===== src/source/mem_pipe_pkg.sv =====
`default_nettype none

package mem_pipe_pkg;

    localparam int unsigned data_width = 32;

    // decoded instruction as it enters the execute stage
    typedef enum logic [3:0] {
        op_add    = 4'd0,
        op_ld_b   = 4'd1,
        op_ld_bu  = 4'd2,
        op_ld_h   = 4'd3,
        op_ld_hu  = 4'd4,
        op_ld_w   = 4'd5,
        op_st_w   = 4'd6,
        op_mul_lo = 4'd7,
        op_mul_hi = 4'd8
    } exe_op_e;

    // width and sign of a load, resolved in the memory stage
    typedef enum logic [2:0] {
        ld_none = 3'd0,
        ld_b    = 3'd1,
        ld_bu   = 3'd2,
        ld_h    = 3'd3,
        ld_hu   = 3'd4,
        ld_w    = 3'd5
    } load_kind_e;

    // source of the value written back to the register file
    typedef enum logic [1:0] {
        src_alu    = 2'd0,
        src_mem    = 2'd1,
        src_mul_lo = 2'd2,
        src_mul_hi = 2'd3
    } result_src_e;

endpackage

`default_nettype wire


===== src/source/mul_unit.sv =====
`timescale 1ns/10ps
`default_nettype none

module mul_unit (
    input  logic                                  clk,
    input  logic                                  mul_en,
    input  logic [mem_pipe_pkg::data_width-1:0]   mul_a,
    input  logic [mem_pipe_pkg::data_width-1:0]   mul_b,
    output logic [2*mem_pipe_pkg::data_width-1:0] mul_product
);
    import mem_pipe_pkg::*;

    logic signed [data_width-1:0]   a_s;
    logic signed [data_width-1:0]   b_s;
    logic signed [2*data_width-1:0] product;

    assign a_s = mul_a;
    assign b_s = mul_b;

    // both operands are signed and the target is full width, so the
    // multiply sign-extends to 64 bits before it is evaluated
    assign product = a_s * b_s;

    // the product register only moves with an EX-to-MEM transfer, so it
    // stays matched to the instruction in MEM while that one waits
    always_ff @(posedge clk) begin
        if (mul_en) begin
            mul_product <= product;
        end
    end

endmodule

`default_nettype wire


===== config.mk =====
export PLATFORM = sky130hd
export DESIGN_NAME = mul_unit
export DESIGN_NICKNAME = d
export VERILOG_FILES = /design/src/source/mem_pipe_pkg.sv /design/src/source/mul_unit.sv
export SDC_FILE = /design/constraint.sdc
export NUM_CORES = 2
export LEC_CHECK = 0
export ABC_AREA = 1
export CORE_ASPECT_RATIO = 1.25
export CORE_MARGIN = 4
export CORE_UTILIZATION = 50
export DETAILED_ROUTE_END_ITERATION = 16
export DONT_BUFFER_PORTS = 1
export PLACE_DENSITY_LB_ADDON = 0.25
export SLEW_MARGIN = 15
export SYNTH_ARGS = -nofsm -noshare
export SYNTH_HDL_FRONTEND = slang
export SYNTH_SLANG_ARGS = --single-unit

===== constraint.sdc =====
create_clock -name clk -period 23.6 [get_ports clk]
set_input_delay 3.54 -clock clk [delete_from_list [all_inputs] [get_ports clk]]
set_output_delay 3.54 -clock clk [all_outputs]
set_load 0.03 [all_outputs]

==> flow_summary.json <==
{
  "grt_pass1_vias": 33700,
  "clock_tree_from_tritoncts": "done",
  "drt_pre_antenna_iters": 5,
  "area_fraction_of_the_dominant_cell_type_after_synthesis": 0.535,
  "tritoncts.num_buffers": 9,
  "ys_top_cells_by_area": "fa_1, inv_1, nand2_1",
  "run_status": "finished, final reports clean",
  "timing.critical_path.from_type": "primary input",
  "finalSetupViolations": 0,
  "post-route-drc-count": 0,
  "setup_slack_ps": 12960,
  "worst_slew_margin_rel": 0.492,
  "synth_area_sq_um": 40500,
  "antennaDiodeCount": 0,
  "floorplan.initialDensity": 0.505,
  "synthesis.area_per_instance_sq_um": 8.03,
  "num_vias": 30000,
  "timing.critical_path.required_ps": 23700,
  "nets": 6199,
  "worst-path-max-fanout": 32,
  "clkTransAtPathRegs_ps": 60,
  "fillers": 7709,
  "worstSetupPathType": "primary input to register",
  "gr-total-overflow": 0,
  "timing_max_transition_violations_final": 0,
  "most_common_cell_after_layout_fill_and_taps_aside": "inv_1",
  "post-cts-setup-buffer-count": 0,
  "chipHeight_um": 326,
  "wl_mm": 112,
  "worst-endpoint-arrival_ps": 10740,
  "antenna_found_initial": 0,
  "final_cell_count_no_fill": 5934,
  "coreArea_sq_um": 80300,
  "io_buffer_count": 0,
  "synth.net_count": 6378,
  "timing.final.crit_period_ps": 10640,
  "whs_endpoint": "mul_product[63]",
  "area_growth_pct": 2.31,
  "largest_register_ffs": 64,
  "htree_levels": 3,
  "wl_per_cell_um": 18.8,
  "drv_cap": 0,
  "place.gp.congestion": 0.989,
  "commonest_cells_after_routing_fill_and_taps_aside": "inv_1, nand2_1, fa_1",
  "ctsRootBufferMaster": "clkbuf_16",
  "cts.sinks": 64,
  "final_hold_vio_count": 0,
  "hp-class": "primary input to register",
  "fmax_ghz": 0.0940,
  "cts_resized": 0,
  "core.rowCount": 116,
  "grt_setup_unrepaired": "false",
  "synth_warnings": 0,
  "gr-usage-all-layers": 0.273,
  "post_cts_hold_buffer_count": 0,
  "reg_top3": "mul_product (64)",
  "clock_tree.buffer_depth": 2,
  "total_of_flip_flops_plus_latches_after_synthesis": 64,
  "detailedPlace.worstSlack_ps": 12650,
  "grt_pass1_wl_mm": 184,
  "syn-instance-count": 5046,
  "final_min_period_over_clock_period": 0.451,
  "synth_cell_type_count": 32,
  "synth_largest_area_cell": "fa_1",
  "max_slew.worst_pin.slew_ps": 761,
  "crit_path_end_kind": "register",
  "drt_first_iter_violations": 1900,
  "tns_ps": 0,
  "dp_cells": 5918,
  "post-dp-hpwl_mm": 94.0,
  "ys_seq_area_frac": 0.0475,
  "die_x_um": 263,
  "design.die.area_sq_um": 85600,
  "largest-register": "mul_product",
  "top_level_ports": 130,
  "routed_via_density": 5.06,
  "largest_net_degree_at_the_start_of_global_routing": 65,
  "post_route_cells_drive_above_1_share": 0.0113,
  "antenna_violating_nets_post_route": 0,
  "min_path_cells": 0,
  "holdWs_ps": 3320,
  "hold_path.startpoint": "mul_en"
}
how the worst max path moves through the flow:
| stage | startpoint | to | slack (ps) | cells past startpoint |
|---|---|---|---|---|
| floorplan | mul_a[31] | mul_product[56] | 13220 | 26 |
| global route | mul_b[2] | mul_product[62] | 12540 | 24 |
| detailed placement | mul_b[2] | mul_product[56] | 12650 | 24 |
| CTS | mul_b[2] | mul_product[56] | 12990 | 24 |
| global placement | mul_b[2] | mul_product[56] | 12760 | 24 |
| finish | mul_b[2] | mul_product[56] | 12960 | 24 |
final cells by class:
cell class              count  area [sq um]  area share
flip-flops and latches     64          1920      0.0464
well taps                1062          1330      0.0321
multi-input cells        3131         31600       0.763
clock inverters             6          82.6     0.00199
inverters                1659          6230       0.150
repair buffers              2          15.0    0.000362
clock buffers              10           229     0.00553
Yosys cell counts (all sizes together):
library cell	instances
fa	1082
o21ai	22
edfxtp	64
a21oi	68
and2	2
or2	9
nand4	20
nor2	152
a21o	2
nand2	1452
o21bai	9
a21boi	1
nor3	8
clkbuf	192
nand3	76
xnor2	6
ha	184
nand2b	1
o21a	2
inv	1659
nor4	5
xor2	30
logic make-up after synthesis:
kind of cell,after synthesis,share of synthesized area
adder cells (fa/ha/maj),1266,0.592
XOR/XNOR,36,0.00779
buffers and inverters,1851,0.172
AO/OA/AOI/OAI,104,0.0138
AND/OR/NAND/NOR,1725,0.168
flip-flops,64,0.0475
layer usage:
metal,up-vias,GRT usage,wire [um]
li1,13400,-,-
met1,15300,0.316,39800
met2,944,0.507,59300
met3,311,0.0336,6050
met4,0,0.121,6420
met5,-,0,0
per-stage QoR:
step	utilization	area (sq um)
2_1_floorplan	-	40500
3_3_place_gp	0.512	41100
3_5_place_dp	0.512	41100
4_1_cts	0.516	41400
5_1_grt	0.516	41400
6_report	0.516	41400
worst max-delay path: stages:
cell     delay [ps]
nand2_1          90
inv_1            90
fa_1            600
fa_1            470
fa_1            780
fa_1            970
inv_1           400
fa_1            590
inv_1            60
fa_1            540
inv_1            50
fa_1            470
inv_1            50
fa_1            450
ha_1            390
a21oi_1         230
nor2_1           70
nor2_1          200
nor2_1           60
or2_2           280
nor2_1          120
nand3_1          90
nand2_1          60
nand2_1          60
Power is not shown: default switching activity piles up to over one toggle a cycle in this logic, so the estimate is an artifact.
