`config.mk`:
```
export PLATFORM = sky130hd
export DESIGN_NAME = mem_stage
export DESIGN_NICKNAME = d
export VERILOG_FILES = /design/src/source/mem_pipe_pkg.sv /design/src/source/mem_stage.sv
export SDC_FILE = /design/constraint.sdc
export NUM_CORES = 1
export LEC_CHECK = 0
export ABC_AREA = 1
export BUFFER_PORTS_ARGS = -buffer_cell sky130_fd_sc_hd__buf_2
export CORE_AREA = 2 2 96 98
export CTS_BUF_LIST = sky130_fd_sc_hd__clkbuf_8
export CTS_CLUSTER_SIZE = 16
export DETAILED_ROUTE_END_ITERATION = 7
export DIE_AREA = 0 0 98 100
export PLACE_DENSITY = 0.87
export SYNTH_ARGS = -nofsm -noshare
export SYNTH_HDL_FRONTEND = slang
export SYNTH_SLANG_ARGS = --single-unit
export TNS_END_PERCENT = 50
```
`constraint.sdc`:
```
create_clock -name clk -period 8.95 [get_ports clk]
set_clock_uncertainty 0.05 [all_clocks]
set_input_delay 0.4475 -clock clk [delete_from_list [all_inputs] [get_ports clk]]
set_output_delay 0.4475 -clock clk [all_outputs]
set_load 0.02 [all_outputs]
```
`src/source/mem_pipe_pkg.sv`:
```
`default_nettype none

package mem_pipe_pkg;

    localparam int unsigned data_width = 32;

    // decoded instruction as it enters the execute stage
    typedef enum logic [3:0] {
        op_add    = 4'd0,
        op_ld_b   = 4'd1,
        op_ld_bu  = 4'd2,
        op_ld_h   = 4'd3,
        op_ld_hu  = 4'd4,
        op_ld_w   = 4'd5,
        op_st_w   = 4'd6,
        op_mul_lo = 4'd7,
        op_mul_hi = 4'd8
    } exe_op_e;

    // width and sign of a load, resolved in the memory stage
    typedef enum logic [2:0] {
        ld_none = 3'd0,
        ld_b    = 3'd1,
        ld_bu   = 3'd2,
        ld_h    = 3'd3,
        ld_hu   = 3'd4,
        ld_w    = 3'd5
    } load_kind_e;

    // source of the value written back to the register file
    typedef enum logic [1:0] {
        src_alu    = 2'd0,
        src_mem    = 2'd1,
        src_mul_lo = 2'd2,
        src_mul_hi = 2'd3
    } result_src_e;

endpackage

`default_nettype wire

```
`src/source/mem_stage.sv`:
```
`timescale 1ns/10ps
`default_nettype none

module mem_stage (
    input  logic                                  clk,
    input  logic                                  resetn,
    input  logic                                  exe_to_mem_valid,
    input  logic [mem_pipe_pkg::data_width-1:0]   exe_pc,
    input  logic [4:0]                            exe_rd,
    input  logic                                  exe_we,
    input  logic [mem_pipe_pkg::data_width-1:0]   exe_alu_result,
    input  mem_pipe_pkg::load_kind_e              exe_load_kind,
    input  mem_pipe_pkg::result_src_e             exe_result_src,
    output logic                                  mem_allowin,
    input  logic                                  wb_allowin,
    output logic                                  mem_to_wb_valid,
    output logic [mem_pipe_pkg::data_width-1:0]   mem_pc,
    output logic [4:0]                            mem_rd,
    output logic                                  mem_we,
    output logic [mem_pipe_pkg::data_width-1:0]   mem_wdata,
    input  logic [mem_pipe_pkg::data_width-1:0]   ram_rdata,
    input  logic [2*mem_pipe_pkg::data_width-1:0] mul_product
);
    import mem_pipe_pkg::*;

    logic                  mem_valid;
    logic [data_width-1:0] alu_result_r;
    load_kind_e            load_kind_r;
    result_src_e           result_src_r;
    logic [data_width-1:0] shift_rdata;
    logic [data_width-1:0] load_data;

    // RAM data is already here, so MEM is always ready to go
    assign mem_allowin     = ~mem_valid | wb_allowin;
    assign mem_to_wb_valid = mem_valid;

    always_ff @(posedge clk) begin
        if (!resetn) begin
            mem_valid <= 1'b0;
        end else if (mem_allowin) begin
            mem_valid <= exe_to_mem_valid;
        end
    end

    always_ff @(posedge clk) begin
        if (exe_to_mem_valid && mem_allowin) begin
            mem_pc       <= exe_pc;
            mem_rd       <= exe_rd;
            mem_we       <= exe_we;
            alu_result_r <= exe_alu_result;
            load_kind_r  <= exe_load_kind;
            result_src_r <= exe_result_src;
        end
    end

    // move the addressed byte or halfword down to bit 0
    assign shift_rdata = ram_rdata >> {alu_result_r[1:0], 3'b000};

    always_comb begin
        case (load_kind_r)
            ld_b:    load_data = {{24{shift_rdata[7]}}, shift_rdata[7:0]};
            ld_bu:   load_data = {24'b0, shift_rdata[7:0]};
            ld_h:    load_data = {{16{shift_rdata[15]}}, shift_rdata[15:0]};
            ld_hu:   load_data = {16'b0, shift_rdata[15:0]};
            default: load_data = shift_rdata;
        endcase
    end

    always_comb begin
        case (result_src_r)
            src_mem:    mem_wdata = load_data;
            src_mul_lo: mem_wdata = mul_product[data_width-1:0];
            src_mul_hi: mem_wdata = mul_product[2*data_width-1:data_width];
            default:    mem_wdata = alu_result_r;
        endcase
    end

endmodule

`default_nettype wire

```
==> run metrics <==
Leak=approximately 2.8 nW; met2 WL=between 6 and 7 mm; Worst R2R Setup Slack=around 7.2 ns; status=complete, no violations; Psw=~270 µW; htree depth=3; top-area cell type share of the netlist area=0.5375; CP max FO=40; Std-Cell Rows=35; Layout area overhead=34.70%; endpoints failing setup=0; Final nets=904; gr usage total=0.2689; drt total wl=13.59 mm; Area after DPL=around 0.0054 mm²; Core ar.=between 0.008 and 0.009 mm²; syn_area_per_cell=8.397 µm²; Setup TNS=0 ns; Area contributors post-synth=edfxtp_1, nand2_1, nand3_1, inv_1, nor2_1; RePlAce Congestion=0.9897; remaining antenna violation count=0; largest area contributor in the netlist=edfxtp_1; final worst slack=5.474 ns; synthesized flop and latch total=between 70 and 80; die footprint=between 0.009 and 0.01 mm²; RSZ-0062 raised after global routing=false; async set-reset flop share out of synthesis=0; Crit Path Class=flop to output port; clk_lat worst skew=~0.33 ns; # diodes=0; internal cell power=between 600 and 700 µW; most common flop cell mapped by yosys=edfxtp_1; Hold Vio Cnt, Final=0; post-cts resize count=0; Max-Cap Viols=0; Num CTS Buffers=9; number of global-route vias before repair=4489; WL per Instance=approximately 16 µm; Worst Max-Slew Pin Slew=1.137 ns; EDFF count, synth=75; switch share=0.3029; routed vias=roughly 4500; final slew viol count=0; CTS tree=built; Clock Sinks=76; crit share post-route=0.3884; combinational share of power=0.226; Cells after DPL=829; Highest Signal Layer=met4; Syn Nets=674; Setup WS pre-CTS=between 5 and 6 ns; Finished Cell Area=~0.0056 mm²; Chip Height=approximately 100 µm; highest clock rate=about 290 MHz; Final Total Pwr=between 800 and 900 µW; fin cells=between 800 and 900; # Post-CTS Setup Buffers=0; Commonest cells post-synth=nand2_1, nand3_1, edfxtp_1; Seq pwr share=0.480; Ys Warns=0; peak supply drop=approximately 0.14 mV; pwr dens=157.5 mW/mm²; Clock Power Share=0.294; Die Span X=between 90 and 100 µm; initial antenna violation count=0; cell with the most instances after synthesis=nand2_1; hold_buf cts=0; Cell Area, Synth=0.004190 mm²; critical path startpoint category=flop; Min-Delay Path Class=input port to flop; WP data required=approximately 8.5 ns; Netlist cell types=22; drt first pass iters=5; Worst Setup End Kind=output port; vias per inst=about 5.3; # DRC=0; Post-Synthesis Cells=499; hpwl dp=10.40 mm; met1 WL=between 4 and 5 mm; post-synthesis sequential area ratio=0.5423; pin count of the biggest net entering global routing=72; # port buffers=~250; 1st-iter DRT viols=between 300 and 400; metal3 WL=1.438 mm; max_slew headroom=0.2418; Root Driver=clkbuf_8; CP arrival=approximately 3.0 ns; clock transition at the registers of the reported paths=~0.090 ns; first-pass GRT wire length=roughly 21 mm; Clock Path Buffers=2; starting density of the core=0.4714; share of layout cells above drive strength 1=0.3793; Top Ports=approximately 250; Tmin final=3.476 ns; grt ovf=0
[routing by layer]
layer	vias to the layer above	track usage
met3	62	0.08357
met2	307	0.4731
li1	2127	-
met4	0	0.1293
met1	2008	0.2971
met5	-	0
[critical path, stage by stage (launching register included)]
cell	delay, ns
edfxtp_1	1.11
inv_2	0.42
nand2_1	0.21
nand3_2	0.12
nand3_4	0.18
nand3_4	0.20
nand2_1	0.13
nand3_1	0.08
buf_2	0.17
[final cells by class]
type                       instances  area, µm²
clock inverter                     6      71.32
tap                              111      138.9
fill                             761       3246
clock buffer                       9      123.9
sequential                        76       2272
timing repair buffer             251       1269
multi-input combinational        344       1593
inverter                          47      176.4
[layout by cell type, fill, tap and decap left out]
cell type and n:
a21boi_0 1, a21oi_1 1, a21oi_4 1, buf_2 246
buf_4 5, bufinv_16 1, clkbuf_8 9, clkinv_4 1
clkinvlp_4 2, dfxtp_1 1, edfxtp_1 75, inv_1 45
inv_2 2, inv_6 2, nand2_1 156, nand2_2 1
nand3_1 113, nand3_2 3, nand3_4 2, nand3b_1 8
nand4_1 8, nor2_1 25, nor2_2 1, nor2_4 1
nor3_1 7, nor3_2 1, o21ai_0 15
[per-stage QoR]
stage               utilization  hold WS, ns
detailed placement       0.6129       0.4974
global route             0.6349       0.2067
global placement         0.6129       0.4762
CTS                      0.6349       0.2154
floorplan                     -       0.4964
finish                   0.6349       0.2257
[final timing paths]
kind | from | end | cells after the start
max | alu_result_r[0]$_DFFE_PP_ | mem_wdata[22] | 8
min | exe_pc[30] | mem_pc[30]$_DFFE_PP_ | 1
max reg2reg | mem_to_wb_valid$_SDFFE_PN0N_ | alu_result_r[27]$_DFFE_PP_ | 2
min reg2reg | mem_to_wb_valid$_SDFFE_PN0N_ | mem_to_wb_valid$_SDFFE_PN0N_ | 2
[flip-flops by register name (all words and copies together), names as in the netlist]
signal	cells
alu_result_r	32
mem_pc	32
mem_rd	5
load_kind_r	3
result_src_r	2
mem_to_wb_valid	1
mem_we	1
[cells by family after synthesis]
| group | Yosys count | share of synthesized area |
|---|---|---|
| DFF | 76 | 0.5423 |
| buffers and inverters | 79 | 0.08092 |
| AOI/OAI and AO/OA | 18 | 0.02210 |
| and+or+nand+nor | 326 | 0.3547 |
[power groups by stage]
stage,clock network [mW],logic (mW),registers [mW]
2_1_floorplan,0,0.105,0.445
3_3_place_gp,0,0.194,0.433
3_5_place_dp,0,0.199,0.435
4_1_cts,0.266,0.200,0.427
5_1_grt,0.280,0.218,0.429
6_report,0.261,0.201,0.427
(Power assumes the default switching activity.)
