==> src/source/mem_pipe_pkg.sv <==
`default_nettype none

package mem_pipe_pkg;

    localparam int unsigned data_width = 32;

    // decoded instruction as it enters the execute stage
    typedef enum logic [3:0] {
        op_add    = 4'd0,
        op_ld_b   = 4'd1,
        op_ld_bu  = 4'd2,
        op_ld_h   = 4'd3,
        op_ld_hu  = 4'd4,
        op_ld_w   = 4'd5,
        op_st_w   = 4'd6,
        op_mul_lo = 4'd7,
        op_mul_hi = 4'd8
    } exe_op_e;

    // width and sign of a load, resolved in the memory stage
    typedef enum logic [2:0] {
        ld_none = 3'd0,
        ld_b    = 3'd1,
        ld_bu   = 3'd2,
        ld_h    = 3'd3,
        ld_hu   = 3'd4,
        ld_w    = 3'd5
    } load_kind_e;

    // source of the value written back to the register file
    typedef enum logic [1:0] {
        src_alu    = 2'd0,
        src_mem    = 2'd1,
        src_mul_lo = 2'd2,
        src_mul_hi = 2'd3
    } result_src_e;

endpackage

`default_nettype wire

==> src/source/exe_stage.sv <==
`timescale 1ns/10ps
`default_nettype none

module exe_stage #(
    parameter int ram_addr_width = 8
) (
    input  logic                                  clk,
    input  logic                                  resetn,
    input  logic                                  in_valid,
    input  mem_pipe_pkg::exe_op_e                 in_op,
    input  logic [mem_pipe_pkg::data_width-1:0]   in_pc,
    input  logic [4:0]                            in_rd,
    input  logic [mem_pipe_pkg::data_width-1:0]   in_src1,
    input  logic [mem_pipe_pkg::data_width-1:0]   in_src2,
    input  logic [mem_pipe_pkg::data_width-1:0]   in_imm,
    output logic                                  in_allowin,
    input  logic                                  mem_allowin,
    output logic                                  exe_to_mem_valid,
    output logic [mem_pipe_pkg::data_width-1:0]   exe_pc,
    output logic [4:0]                            exe_rd,
    output logic                                  exe_we,
    output logic [mem_pipe_pkg::data_width-1:0]   exe_alu_result,
    output mem_pipe_pkg::load_kind_e              exe_load_kind,
    output mem_pipe_pkg::result_src_e             exe_result_src,
    output logic                                  ram_en,
    output logic                                  ram_we,
    output logic [ram_addr_width-1:0]             ram_addr,
    output logic [mem_pipe_pkg::data_width-1:0]   ram_wdata,
    output logic                                  mul_en,
    output logic [mem_pipe_pkg::data_width-1:0]   mul_a,
    output logic [mem_pipe_pkg::data_width-1:0]   mul_b
);
    import mem_pipe_pkg::*;

    logic                  exe_valid;
    exe_op_e               op_r;
    logic [data_width-1:0] src1_r;
    logic [data_width-1:0] src2_r;
    logic [data_width-1:0] imm_r;
    logic [data_width-1:0] sum;
    logic [data_width-1:0] addr;
    logic                  exe_go;
    logic                  is_load;
    logic                  is_store;
    logic                  is_mul;

    // the stage never stalls on its own, so it only waits for MEM
    assign in_allowin       = ~exe_valid | mem_allowin;
    assign exe_to_mem_valid = exe_valid;
    assign exe_go           = exe_valid & mem_allowin;

    always_ff @(posedge clk) begin
        if (!resetn) begin
            exe_valid <= 1'b0;
        end else if (in_allowin) begin
            exe_valid <= in_valid;
        end
    end

    always_ff @(posedge clk) begin
        if (in_valid && in_allowin) begin
            op_r   <= in_op;
            exe_pc <= in_pc;
            exe_rd <= in_rd;
            src1_r <= in_src1;
            src2_r <= in_src2;
            imm_r  <= in_imm;
        end
    end

    assign sum  = src1_r + src2_r;
    assign addr = src1_r + imm_r;

    always_comb begin
        exe_load_kind  = ld_none;
        exe_result_src = src_alu;
        exe_we         = 1'b1;
        is_store       = 1'b0;
        is_mul         = 1'b0;
        case (op_r)
            op_ld_b:  exe_load_kind = ld_b;
            op_ld_bu: exe_load_kind = ld_bu;
            op_ld_h:  exe_load_kind = ld_h;
            op_ld_hu: exe_load_kind = ld_hu;
            op_ld_w:  exe_load_kind = ld_w;
            op_st_w: begin
                exe_we   = 1'b0;
                is_store = 1'b1;
            end
            op_mul_lo: begin
                exe_result_src = src_mul_lo;
                is_mul         = 1'b1;
            end
            op_mul_hi: begin
                exe_result_src = src_mul_hi;
                is_mul         = 1'b1;
            end
            default: ;
        endcase
        if (exe_load_kind != ld_none) begin
            exe_result_src = src_mem;
        end
    end

    assign is_load = (exe_load_kind != ld_none);

    // MEM needs the byte offset of a load, so loads and stores carry the address
    assign exe_alu_result = (op_r == op_add) ? sum : addr;

    // RAM and multiplier are only touched on the transfer into MEM
    assign ram_en    = exe_go & (is_load | is_store);
    assign ram_we    = exe_go & is_store;
    assign ram_addr  = addr[ram_addr_width+1:2];
    assign ram_wdata = src2_r;

    assign mul_en = exe_go & is_mul;
    assign mul_a  = src1_r;
    assign mul_b  = src2_r;

endmodule

`default_nettype wire

==> config.mk <==
export PLATFORM = sky130hd
export DESIGN_NAME = exe_stage
export DESIGN_NICKNAME = d
export VERILOG_FILES = /design/src/source/mem_pipe_pkg.sv /design/src/source/exe_stage.sv
export SDC_FILE = /design/constraint.sdc
export NUM_CORES = 1
export LEC_CHECK = 0
export ABC_CLOCK_PERIOD_IN_PS = 5700
export BUFFER_PORTS_ARGS = -buffer_cell sky130_fd_sc_hd__clkbuf_2
export CAP_MARGIN = 20
export CORE_MARGIN = 2
export CORE_UTILIZATION = 28
export CTS_CLUSTER_SIZE = 24
export DETAILED_ROUTE_END_ITERATION = 10
export GPL_TIMING_DRIVEN = 1
export PLACE_DENSITY = 0.54
export SYNTH_ARGS = -nofsm -noshare
export SYNTH_HDL_FRONTEND = slang
export SYNTH_SLANG_ARGS = --single-unit
==> constraint.sdc <==
create_clock -name clk -period 5.7 [get_ports clk]
set_input_delay 1.425 -clock clk [delete_from_list [all_inputs] [get_ports clk]]
set_output_delay 1.425 -clock clk [all_outputs]
set_load 0.01 [all_outputs]
==> summary.md <==
| Metric | Value |
|---|---|
| Outcome | `completed` |
| Internal reg-to-reg setup slack | `3.98 ns` |
| Main area contributors after synthesis | `edfxtp_1, ha_1, a21o_1, a21oi_1, buf_4` |
| Post-synth top cells | `edfxtp_1, a21oi_1, ha_1, nand2_1, a21o_1` |
| Die Span X | `between 150 and 200 um` |
| Max clock buf depth | `2` |
| Pins over their slew limit | `0` |
| Initial Util | `28.6%` |
| First-pass GRT wire length | `about 36,000 um` |
| Count leader, synth | `edfxtp_1` |
| Final wirelength | `roughly 23,000 um` |
| Min-Delay Path Class | `flop to flop` |
| Kind of launch point of the worst setup path | `flop` |
| RSZ-0062 raised after global routing | `no` |
| Vias in the first global route | `around 6,400` |
| Ys async rst share | `0%` |
| Worst hold endpoint | `exe_to_mem_valid` |
| Final setup vio count | `0` |
| Final Hold Viols | `0` |
| Number of flops mapped to enable cells by yosys | `137` |
| Total CTS buffers | `17` |
| Synth top area share | `roughly half` |
| Worst-path clk slew | `~0.060 ns` |
| Syn Area/Cell | `11.4 um2` |
| Drt pass-1 iters | `4` |
| Placed cells | `1,363` |
| WL met1 | `approximately 10,000 um` |
| Pwr Total | `around 3100 uW` |
| Main synth FF type | `edfxtp_1` |
| WP data required | `roughly 4.3 ns` |
| Cell Count, Final, Fillers Out | `1,395` |
| Post-detail-place hpwl | `approximately 18,000 um` |
| Final net count | `between 1,000 and 1,500` |
| RD Place Congestion | `0.806` |
| Area Overhead vs Synth | `30.4%` |
| Die area | `~30,000 um2` |
| CP max FO | `4` |
| Clock sink total | `approximately 140` |
| Clk_lat worst skew | `roughly 0.44 ns` |
| WHS Path Cells | `2` |
| Post-route setup slack | `between 0.3 and 0.4 ns` |
| Overflow after GRT | `0` |
| Dpl ws | `0.670 ns` |
| Critical Path AT | `3.92 ns` |
| Netlist cell types | `between 50 and 60` |
| Slew headroom | `37.9%` |
| Power per cell area | `between 200 and 300 nW/um2` |
| Net count after synthesis | `906` |
| Reg2reg start | `exe_to_mem_valid` |
| Setup Fix Bufs, Post-CTS | `0` |
| Cells on worst reg2reg path | `3` |
| CTS tree | `yes` |
| Wire length on met3 | `between 1000 and 1500 um` |
| Antenna violations before repair | `0` |
| DIE HEIGHT | `roughly 170 um` |
| Max-cap violations | `0` |
| Period utilisation layout | `93.8%` |
| R2r endpoint | `exe_pc[2]` |
| Cell Area, Synth | `between 7000 and 8000 um2` |
| Cell taking the most area after synthesis | `edfxtp_1` |
| Top Metal Used | `met4` |
| Yosys Warn Count | `0` |
| WS Path Type | `flop to primary output` |
| Root Driver | `clkbuf_16` |
| Worst hold margin | `~0.57 ns` |
| Via/cell ratio | `~4.6` |
| Port buffer count | `between 300 and 400` |
| Final Critical Period | `approximately 5.3 ns` |
| Largest net degree at the start of global routing | `a little over 70` |
| Routed wire per std cell | `16.4 um` |
| Setup Skew | `between 0.01 and 0.015 ns` |
| Max Fclk | `around 190 MHz` |
| First-iteration detailed-routing DRC count | `402` |
| Layout cells sized above 1 | `roughly 37%` |
| Gr usage total | `between 10% and 20%` |
| Seq cells post-synth | `138` |
| Row count | `61` |
| Maximum VDD drop | `0.000167 V` |
| Top Ports | `roughly 330` |
| TNS Setup | `0 ns` |
| H-tree depth | `4` |
| Worst-Margin Slew | `between 0.9 and 1 ns` |
| Cell leakage power | `0.00474 uW` |
| Hold Path Origin | `exe_to_mem_valid` |
| Via count | `6,408` |
| Cells after Synth | `around 700` |
| Antenna diode count | `0` |
| DRC | `0` |
| Final antenna-violating net count | `0` |
| Sequential area share after synthesis | `a little over 50%` |
| CP Capture Type | `primary output` |
| Core area | `around 28,000 um2` |
| DR WL met2 | `10,700 um` |
layout make-up:
cell class | count | area (um2)
multi-input combinational | 504 | 3530
clock inverter | 14 | 134
timing repair buffer | 329 | 1660
tap | 378 | 473
clock buffer | 18 | 429
fill | 2822 | 17500
inverter | 14 | 52.6
sequential | 138 | 4130
worst max-delay path, cell delays in order, from the launching register on:
cell and delay (ns):
edfxtp_1 0.43, ha_1 0.26, fa_1 0.43, a21o_1 0.19, a21o_1 0.19, a21oi_1 0.16
o21bai_1 0.18, o41ai_4 0.36, a21oi_1 0.21, a21oi_1 0.31, o21ai_0 0.16, o22ai_1 0.15
xor2_1 0.18, o22ai_1 0.10, clkbuf_2 0.16
sequential cells by signal (all words and copies together), names as in the netlist:
signal            flops
exe_rd                5
mul_b                32
exe_to_mem_valid      1
mul_a                32
imm_r                32
op_r                  4
exe_pc               32
cell usage in the layout, fill, tap and decap left out, types with 9 or more instances in the layout:
cell / synthesis / layout
clkbuf_16: 0 / 17
nor2b_1: 11 / 11
ha_1: 62 / 62
nor2_1: 44 / 44
edfxtp_1: 137 / 137
a21o_1: 45 / 45
o21ai_0: 40 / 40
xnor2_1: 25 / 25
nand2_1: 56 / 56
clkbuf_2: 0 / 324
inv_1: 14 / 14
a21oi_1: 62 / 62
o21a_1: 11 / 11
nand2b_1: 9 / 9
xor2_1: 27 / 27
and3_1: 9 / 9
nand3_1: 13 / 13
per-layer routing:
layer,global-route usage [%],vias up
met1,19.8,2968
met4,4.80,0
li1,-,3214
met5,0,-
met2,24.2,210
met3,4.88,16
where the power goes:
group	leakage, uW	internal, uW	switching, uW
Combinational	0.00315	315	432
Clock	0.000261	608	465
Sequential	0.00133	1190	40.3
kinds of logic after synthesis:
logic type               synth area share [%]
flip-flops                               51.8
AO/OA/AOI/OAI                            17.4
XOR/XNOR                                 5.71
AND/OR/NAND/NOR                          9.87
adder cells (fa/ha/maj)                  10.2
multiplexers                            0.768
buffers and inverters                    4.28
how the worst max path moves through the flow:
stage,end,slack (ns),from,depth (start not counted)
final,exe_alu_result[24],0.36,mul_a[0],14
after global routing,exe_alu_result[28],0.10,mul_a[0],15
after CTS,exe_alu_result[24],0.19,mul_a[0],14
after detailed placement,exe_alu_result[24],0.67,mul_a[0],14
after global placement,exe_alu_result[24],0.70,mul_a[0],14
after floorplan,exe_pc[0],0.41,mem_allowin,2
per-stage QoR:
stage	util [%]	cell area [um2]
2_1_floorplan	-	7980
3_3_place_gp	35.2	9830
3_5_place_dp	35.2	9830
4_1_cts	37.2	10400
5_1_grt	37.3	10400
6_report	37.3	10400
what timing repair did:
item	4_1_cts	5_1_grt
setup endpoints to repair	0	1
resized for setup	0	1
hold buffers	0	0
Power figures use the tool's default switching activity.
