===== src/source/mem_pipe_pkg.sv =====
`default_nettype none

package mem_pipe_pkg;

    localparam int unsigned data_width = 32;

    // decoded instruction as it enters the execute stage
    typedef enum logic [3:0] {
        op_add    = 4'd0,
        op_ld_b   = 4'd1,
        op_ld_bu  = 4'd2,
        op_ld_h   = 4'd3,
        op_ld_hu  = 4'd4,
        op_ld_w   = 4'd5,
        op_st_w   = 4'd6,
        op_mul_lo = 4'd7,
        op_mul_hi = 4'd8
    } exe_op_e;

    // width and sign of a load, resolved in the memory stage
    typedef enum logic [2:0] {
        ld_none = 3'd0,
        ld_b    = 3'd1,
        ld_bu   = 3'd2,
        ld_h    = 3'd3,
        ld_hu   = 3'd4,
        ld_w    = 3'd5
    } load_kind_e;

    // source of the value written back to the register file
    typedef enum logic [1:0] {
        src_alu    = 2'd0,
        src_mem    = 2'd1,
        src_mul_lo = 2'd2,
        src_mul_hi = 2'd3
    } result_src_e;

endpackage

`default_nettype wire


===== src/source/wb_stage.sv =====
`timescale 1ns/10ps
`default_nettype none

module wb_stage (
    input  logic                                clk,
    input  logic                                resetn,
    input  logic                                mem_to_wb_valid,
    input  logic [mem_pipe_pkg::data_width-1:0] mem_pc,
    input  logic [4:0]                          mem_rd,
    input  logic                                mem_we,
    input  logic [mem_pipe_pkg::data_width-1:0] mem_wdata,
    output logic                                wb_allowin,
    input  logic                                retire_ready,
    output logic                                retire_valid,
    output logic [mem_pipe_pkg::data_width-1:0] retire_pc,
    output logic                                retire_we,
    output logic [4:0]                          retire_rd,
    output logic [mem_pipe_pkg::data_width-1:0] retire_wdata
);

    // a retired instruction leaves when the consumer takes it
    assign wb_allowin = ~retire_valid | retire_ready;

    always_ff @(posedge clk) begin
        if (!resetn) begin
            retire_valid <= 1'b0;
        end else if (wb_allowin) begin
            retire_valid <= mem_to_wb_valid;
        end
    end

    // outputs hold while the consumer stalls
    always_ff @(posedge clk) begin
        if (mem_to_wb_valid && wb_allowin) begin
            retire_pc    <= mem_pc;
            retire_we    <= mem_we;
            retire_rd    <= mem_rd;
            retire_wdata <= mem_wdata;
        end
    end

endmodule

`default_nettype wire


===== config.mk =====
export PLATFORM = sky130hd
export DESIGN_NAME = wb_stage
export DESIGN_NICKNAME = d
export VERILOG_FILES = /design/src/source/mem_pipe_pkg.sv /design/src/source/wb_stage.sv
export SDC_FILE = /design/constraint.sdc
export NUM_CORES = 1
export LEC_CHECK = 0
export ABC_AREA = 1
export BUFFER_PORTS_ARGS = -buffer_cell sky130_fd_sc_hd__buf_4
export CAP_MARGIN = 5
export CORE_MARGIN = 3
export CORE_UTILIZATION = 37
export DETAILED_ROUTE_END_ITERATION = 8
export PLACE_DENSITY = 0.78
export SYNTH_ARGS = -nofsm -noshare
export SYNTH_HDL_FRONTEND = slang
export SYNTH_SLANG_ARGS = --single-unit

===== constraint.sdc =====
create_clock -name clk -period 4.5 [get_ports clk]
set_clock_uncertainty 0.1 [all_clocks]
set_input_delay 0.225 -clock clk [delete_from_list [all_inputs] [get_ports clk]]
set_output_delay 0.225 -clock clk [all_outputs]
set_load 0.005 [all_outputs]

==> run metrics, run 1 <==
Crit. End Element=register; WP data required=4370 ps; mapped cell area=2150 µm²; PortBufs=145; slew margin rel.=54.5%; post-route ant nets=0; cell leakage power=0.00179 µW; kind of critical path=reg -> reg; MaxCap Viol Count=0; hold_ws=63.1 ps; post-layout min period=2080 ps; die area=6770 µm²; clock sink total=71; ant diodes=0; Overflow after GRT=0; flops & latches, synth=71; drc violations=0; DRT iter0 DRCs=93; htree depth=3; DIE HEIGHT=82.3 µm; syn nets=151; Ys Warns=0; crit path max-delay cell type=buf_4; fillers=312; P&R area growth vs syn=97.3%; clock-pin slew on the worst setup and hold paths=70 ps; drt first pass iters=4; crit-path max cell delay=630 ps; DP Wirelength=4090 µm; routability cong.=0.693; clk_lat worst skew=330 ps; # nets final=378; Via density=4.55; layout cells sized above 1=53.4%; Seq/Total Area, Yosys=98.5%; Final setup violation count=0; IO Count=146; Core Area=5570 µm²; final WL=7510 µm; Die Width=82.3 µm; worst path bufs/invs=1; PD cells=349 nW/µm²; Final Hold Fails=0; crit-path cells=a21oi_4 -> buf_4; routed len/inst=19.7 µm; Max Freq=481 MHz; Setup WS post-layout=2420 ps; Slew @ Worst Pin=680 ps; DP Worst Slack=2440 ps; Top delay family on crit path=buffers and inverters; Worst Setup Start Kind=register; routed via count=1,735; Tot Pwr=1480 µW; synth unique cells=7; Syn Area/Cell=28.0 µm²; first-pass GRT wire length=10,600 µm; RSZ-0062 raised after global routing=false; CTS buffer count=9; Final Max Tran Viols=0; CTS tree=yes; row cnt=27; initial antenna violation count=0; GRT Overall Usage=22.7%; Initial Util=38.6%; Worst Hold Class=in -> reg; Setup TNS=0 ps; largest fanout on the critical path=50; post-route clock period utilization=46.2%; vias in the first global route=1,951; worst vdd ir=0.250 mV; largest net degree at the start of global routing=51; Arrival @ worst endpoint=1950 ps; Root Driver=clkbuf_8; status=finished clean; synthesized instance count=77; deepest clock path buffer count=2
-- worst min-delay path, delay by kind of cell --
| kind | cells | cell delay [ps] |
|---|---|---|
| AOI/OAI and AO/OA | 1 | 40 |
| buffers and inverters | 2 | 190 |
-- cells by family after synthesis --
| family | after synthesis | share of synthesized area [%] |
|---|---|---|
| buffers and inverters | 3 | 0.523 |
| AND/OR/NAND/NOR | 1 | 0.291 |
| AO/OA/AOI/OAI | 2 | 0.639 |
| flip-flops | 71 | 98.5 |
-- report_power, final --
group	leakage [µW]	internal [µW]	switching (µW)
Combinational	0.00102	123	65.1
Sequential	0.000686	773	14.3
Clock	0.0000855	256	253
Total	0.00179	1150	332
-- final timing paths --
kind,start,end,slack (ps),cells after the start
hold reg to reg,retire_valid$_SDFFE_PN0P_,retire_valid$_SDFFE_PN0P_,470,2
setup / recovery,retire_valid$_SDFFE_PN0P_,retire_wdata[2]$_DFFE_PP_,2420,2
setup reg to reg,retire_valid$_SDFFE_PN0P_,retire_wdata[2]$_DFFE_PP_,2420,2
hold / removal,resetn,retire_valid$_SDFFE_PN0P_,60,3
-- per-layer routing --
metal | part of all wire (%) | GRT usage (%)
met1 | 32 | 23.7
met2 | 53 | 38.0
met3 | 10 | 10.5
met4 | 4.4 | 12.1
met5 | 0 | 0
-- Yosys cell counts --
library cell | count | area, µm²
nand2_2 | 1 | 6.26
edfxtp_1 | 70 | 2100
dfxtp_1 | 1 | 20.0
a21oi_1 | 1 | 5.00
inv_2 | 1 | 3.75
inv_1 | 2 | 7.51
a21oi_2 | 1 | 8.76
-- flip-flops by register name (all words and copies together), names as in the netlist --
signal        flops
retire_we         1
retire_pc        32
retire_wdata     32
retire_rd         5
retire_valid      1
-- metrics by stage --
step | utilization [%] | cells | instance area, µm²
2_1_floorplan | - | 77 | 2150
3_3_place_gp | 60.1 | 295 | 3350
3_5_place_dp | 60.1 | 295 | 3350
4_1_cts | 76.2 | 381 | 4250
5_1_grt | 76.2 | 381 | 4250
6_report | 76.2 | 381 | 4250
-- cell usage in the layout (no fill, tap or decap) --
cell,netlist,final
a21oi_2,1,1
a21oi_4,0,1
buf_4,0,146
bufinv_16,0,1
clkbuf_8,0,9
clkinv_1,0,1
clkinvlp_4,0,4
dfxtp_1,1,1
dlygate4sd3_1,0,70
edfxtp_1,70,70
inv_1,2,2
inv_2,1,1
inv_6,0,1
nand2_2,1,1
-- area by class of cell --
type	count	area [µm²]	share of cell area, %
flip-flops and latches	71	2120	50.0
repair buffers	216	1800	42.3
clock buffers	9	124	2.92
well taps	72	90.1	2.12
clock inverters	7	72.6	1.71
multi-input cells	3	31.3	0.736
inverters	3	11.3	0.265
-- timing repair --
action	in CTS	in global routing
endpoints found under the setup margin	0	0
endpoints found under the hold margin	70	0
resized for setup	0	0
setup buffers	0	0
hold buffers	70	0
Note: power is estimated with default switching activity, not from simulation.
==> run 2, diff against run 1 <==
==> constraint.sdc (replaced) <==
create_clock -name clk -period 1.8 [get_ports clk]
set_clock_uncertainty 0.1 [all_clocks]
set_input_delay 0.09 -clock clk [delete_from_list [all_inputs] [get_ports clk]]
set_output_delay 0.09 -clock clk [all_outputs]
set_load 0.005 [all_outputs]
==> run 2 against run 1 <==
Compared with the run above: cell area grew 1.2%; clock-buffer cell count is the same; clock power grew to 2.7 times the previous value; combinational power grew to 2.5 times the previous value; setup slack lost 2000 ps; register-to-register slack lost 2000 ps; sequential share of layout area shrank 0.57 points; wire length shrank 6.0%.
==> run metrics, run 2 (synthesis results as in run 1) <==
status=finished clean (unchanged); kind of critical path=reg -> reg (unchanged); Top delay family on crit path=flip-flops (was buffers and inverters); vias in the first global route=1,922 (was 1,951); GRT Overall Usage=22.0% (was 22.7%); drc violations=0 (unchanged); # nets final=380 (was 378); slew margin rel.=76.0% (was 54.5%); DIE HEIGHT=82.3 µm (unchanged); DP Wirelength=3790 µm (was 4090 µm); Worst Hold Class=in -> reg (unchanged); crit-path max cell delay=350 ps (was 630 ps); cell leakage power=0.00183 µW (was 0.00179 µW); Worst Setup Start Kind=register (unchanged); htree depth=3 (unchanged); worst vdd ir=0.677 mV (was 0.250 mV); MaxCap Viol Count=0 (unchanged); Slew @ Worst Pin=360 ps (was 680 ps); post-layout min period=1340 ps (was 2080 ps); row cnt=27 (unchanged); Core Area=5570 µm² (unchanged); r2r setup slk=460 ps (was 2420 ps); P&R area growth vs syn=99.7% (was 97.3%); DP Area=3360 µm² (was 3350 µm²); Arrival @ worst endpoint=1240 ps (was 1950 ps); IO Count=146 (unchanged); Initial Util=38.6% (unchanged); PortBufs=145 (unchanged); Via density=4.42 (was 4.55); Root Driver=clkbuf_8 (unchanged); routability cong.=0.686 (was 0.693); r2r startpoint=retire_valid$_SDFFE_PN0P_ (unchanged); Max Freq=749 MHz (was 481 MHz); most frequent cells in the layout=buf_4, dlygate4sd3_1, edfxtp_1, clkbuf_8, clkinv_2 (was buf_4, dlygate4sd3_1, edfxtp_1, clkbuf_8, clkinvlp_4); Final Max Tran Viols=0 (unchanged); CP Depth=2 (unchanged); largest fanout on the critical path=70 (was 50); worst path bufs/invs=1 (unchanged); CTS tree=yes (unchanged); Final Hold Fails=0 (unchanged); crit path max-delay cell type=dfxtp_2 (was buf_4); Die Width=82.3 µm (unchanged); PD cells=886 nW/µm² (was 349 nW/µm²); Crit. End Element=register (unchanged); Final setup violation count=0 (unchanged); CTS buffer count=9 (unchanged); routed via count=1,696 (was 1,735); layout cells sized above 1=53.4% (about the same); WP data required=1700 ps (was 4370 ps); deepest clock path buffer count=2 (unchanged); clock-pin slew on the worst setup and hold paths=80 ps (was 70 ps); initial antenna violation count=1 (was 0); design area=4300 µm² (was 4250 µm²); drt first pass iters=4 (unchanged); first-pass GRT wire length=10,100 µm (was 10,600 µm); post-route clock period utilization=74.2% (was 46.2%); Worst Reg-to-Reg Cells=2 (unchanged); Hold Path End=retire_pc[28]$_DFFE_PP_ (was retire_valid$_SDFFE_PN0P_); post-route ant nets=0 (unchanged); crit-path cells=a21oi_4 -> buf_12 (was a21oi_4 -> buf_4); commonest non-fill, non-tap cell in the layout=buf_4 (unchanged); Hold Startpoint=retire_ready (was resetn); clock sink total=71 (unchanged); r2r endpoint=retire_pc[14]$_DFFE_PP_ (was retire_wdata[2]$_DFFE_PP_); fin util=77.1% (was 76.2%); clk_lat worst skew=340 ps (was 330 ps); DRT iter0 DRCs=97 (was 93); Tot Pwr=3810 µW (was 1480 µW); final WL=7060 µm (was 7510 µm); routed len/inst=18.4 µm (was 19.7 µm); RSZ-0062 raised after global routing=false (unchanged); worst hold stages=4 (was 3); post-CTS setup buffer count=0 (unchanged); Overflow after GRT=0 (unchanged); largest net degree at the start of global routing=71 (was 51); Top Registers=retire_pc (32), retire_wdata (32), retire_rd (5) (unchanged); die area=6770 µm² (unchanged)
==> run 2: report_power, final <==
| part | switching, µW | internal (µW) | total (µW) | leakage [µW] |
|---|---|---|---|---|
| registers | 32.6 | 1930 | 1960 | 0.000686 |
| logic | 159 | 314 | 472 | 0.00103 |
| clock network | 602 | 771 | 1370 | 0.000110 |
| total | 794 | 3020 | 3810 | 0.00183 |
==> run 2: how the worst max path moves through the flow <==
| stage | startpoint | end | slack, ps |
|---|---|---|---|
| after global routing | retire_valid$_SDFFE_PN0P_ | retire_valid$_SDFFE_PN0P_ | 440 |
| after global placement | retire_valid$_SDFFE_PN0P_ | retire_pc[10]$_DFFE_PP_ | 550 |
| after CTS | retire_valid$_SDFFE_PN0P_ | retire_wdata[24]$_DFFE_PP_ | 500 |
| after detailed placement | retire_valid$_SDFFE_PN0P_ | retire_pc[8]$_DFFE_PP_ | 520 |
| after floorplan | retire_valid$_SDFFE_PN0P_ | retire_pc[0]$_DFFE_PP_ | -250 |
| final | retire_valid$_SDFFE_PN0P_ | retire_pc[14]$_DFFE_PP_ | 460 |
==> run 2: per-layer routing <==
metal / part of all wire, % / wire [µm] / global-route usage, %
met4: 3.5 / 247 / 14.0
met5: 0 / 0 / 0
met2: 53 / 3720 / 36.1
met3: 11 / 748 / 9.65
met1: 33 / 2340 / 23.0
==> run 2: worst reg2reg max path: cells and delay by family (launching register included) <==
family | cells | cell delay [ps]
flops | 1 | 350
buf+inv | 1 | 340
compound gates | 1 | 170
==> run 2: through the flow <==
| step | setup TNS (ps) | hold slack, ps | setup WS, ps | cells |
|---|---|---|---|---|
| after floorplan | -17650 | 88.9 | -252 | 77 |
| after global placement | 0 | 168 | 548 | 295 |
| final | 0 | 338 | 464 | 384 |
| after global routing | 0 | 347 | 443 | 384 |
| after detailed placement | 0 | 169 | 515 | 295 |
| after CTS | 0 | 327 | 502 | 383 |
==> run 2: layout make-up <==
class | count | area [µm²]
clock inverters | 7 | 87.6
repair buffers | 218 | 1830
multi-input cells | 3 | 31.3
fillers | 305 | 1270
well taps | 72 | 90.1
flip-flops and latches | 71 | 2120
clock buffers | 9 | 124
inverters | 3 | 11.3
diodes | 1 | 2.50
==> run 2: timing repair <==
item	in CTS	in global routing
gates resized for setup	0	0
endpoints found under the setup margin	0	0
hold buffers	72	0
hold endpoints to repair	71	0
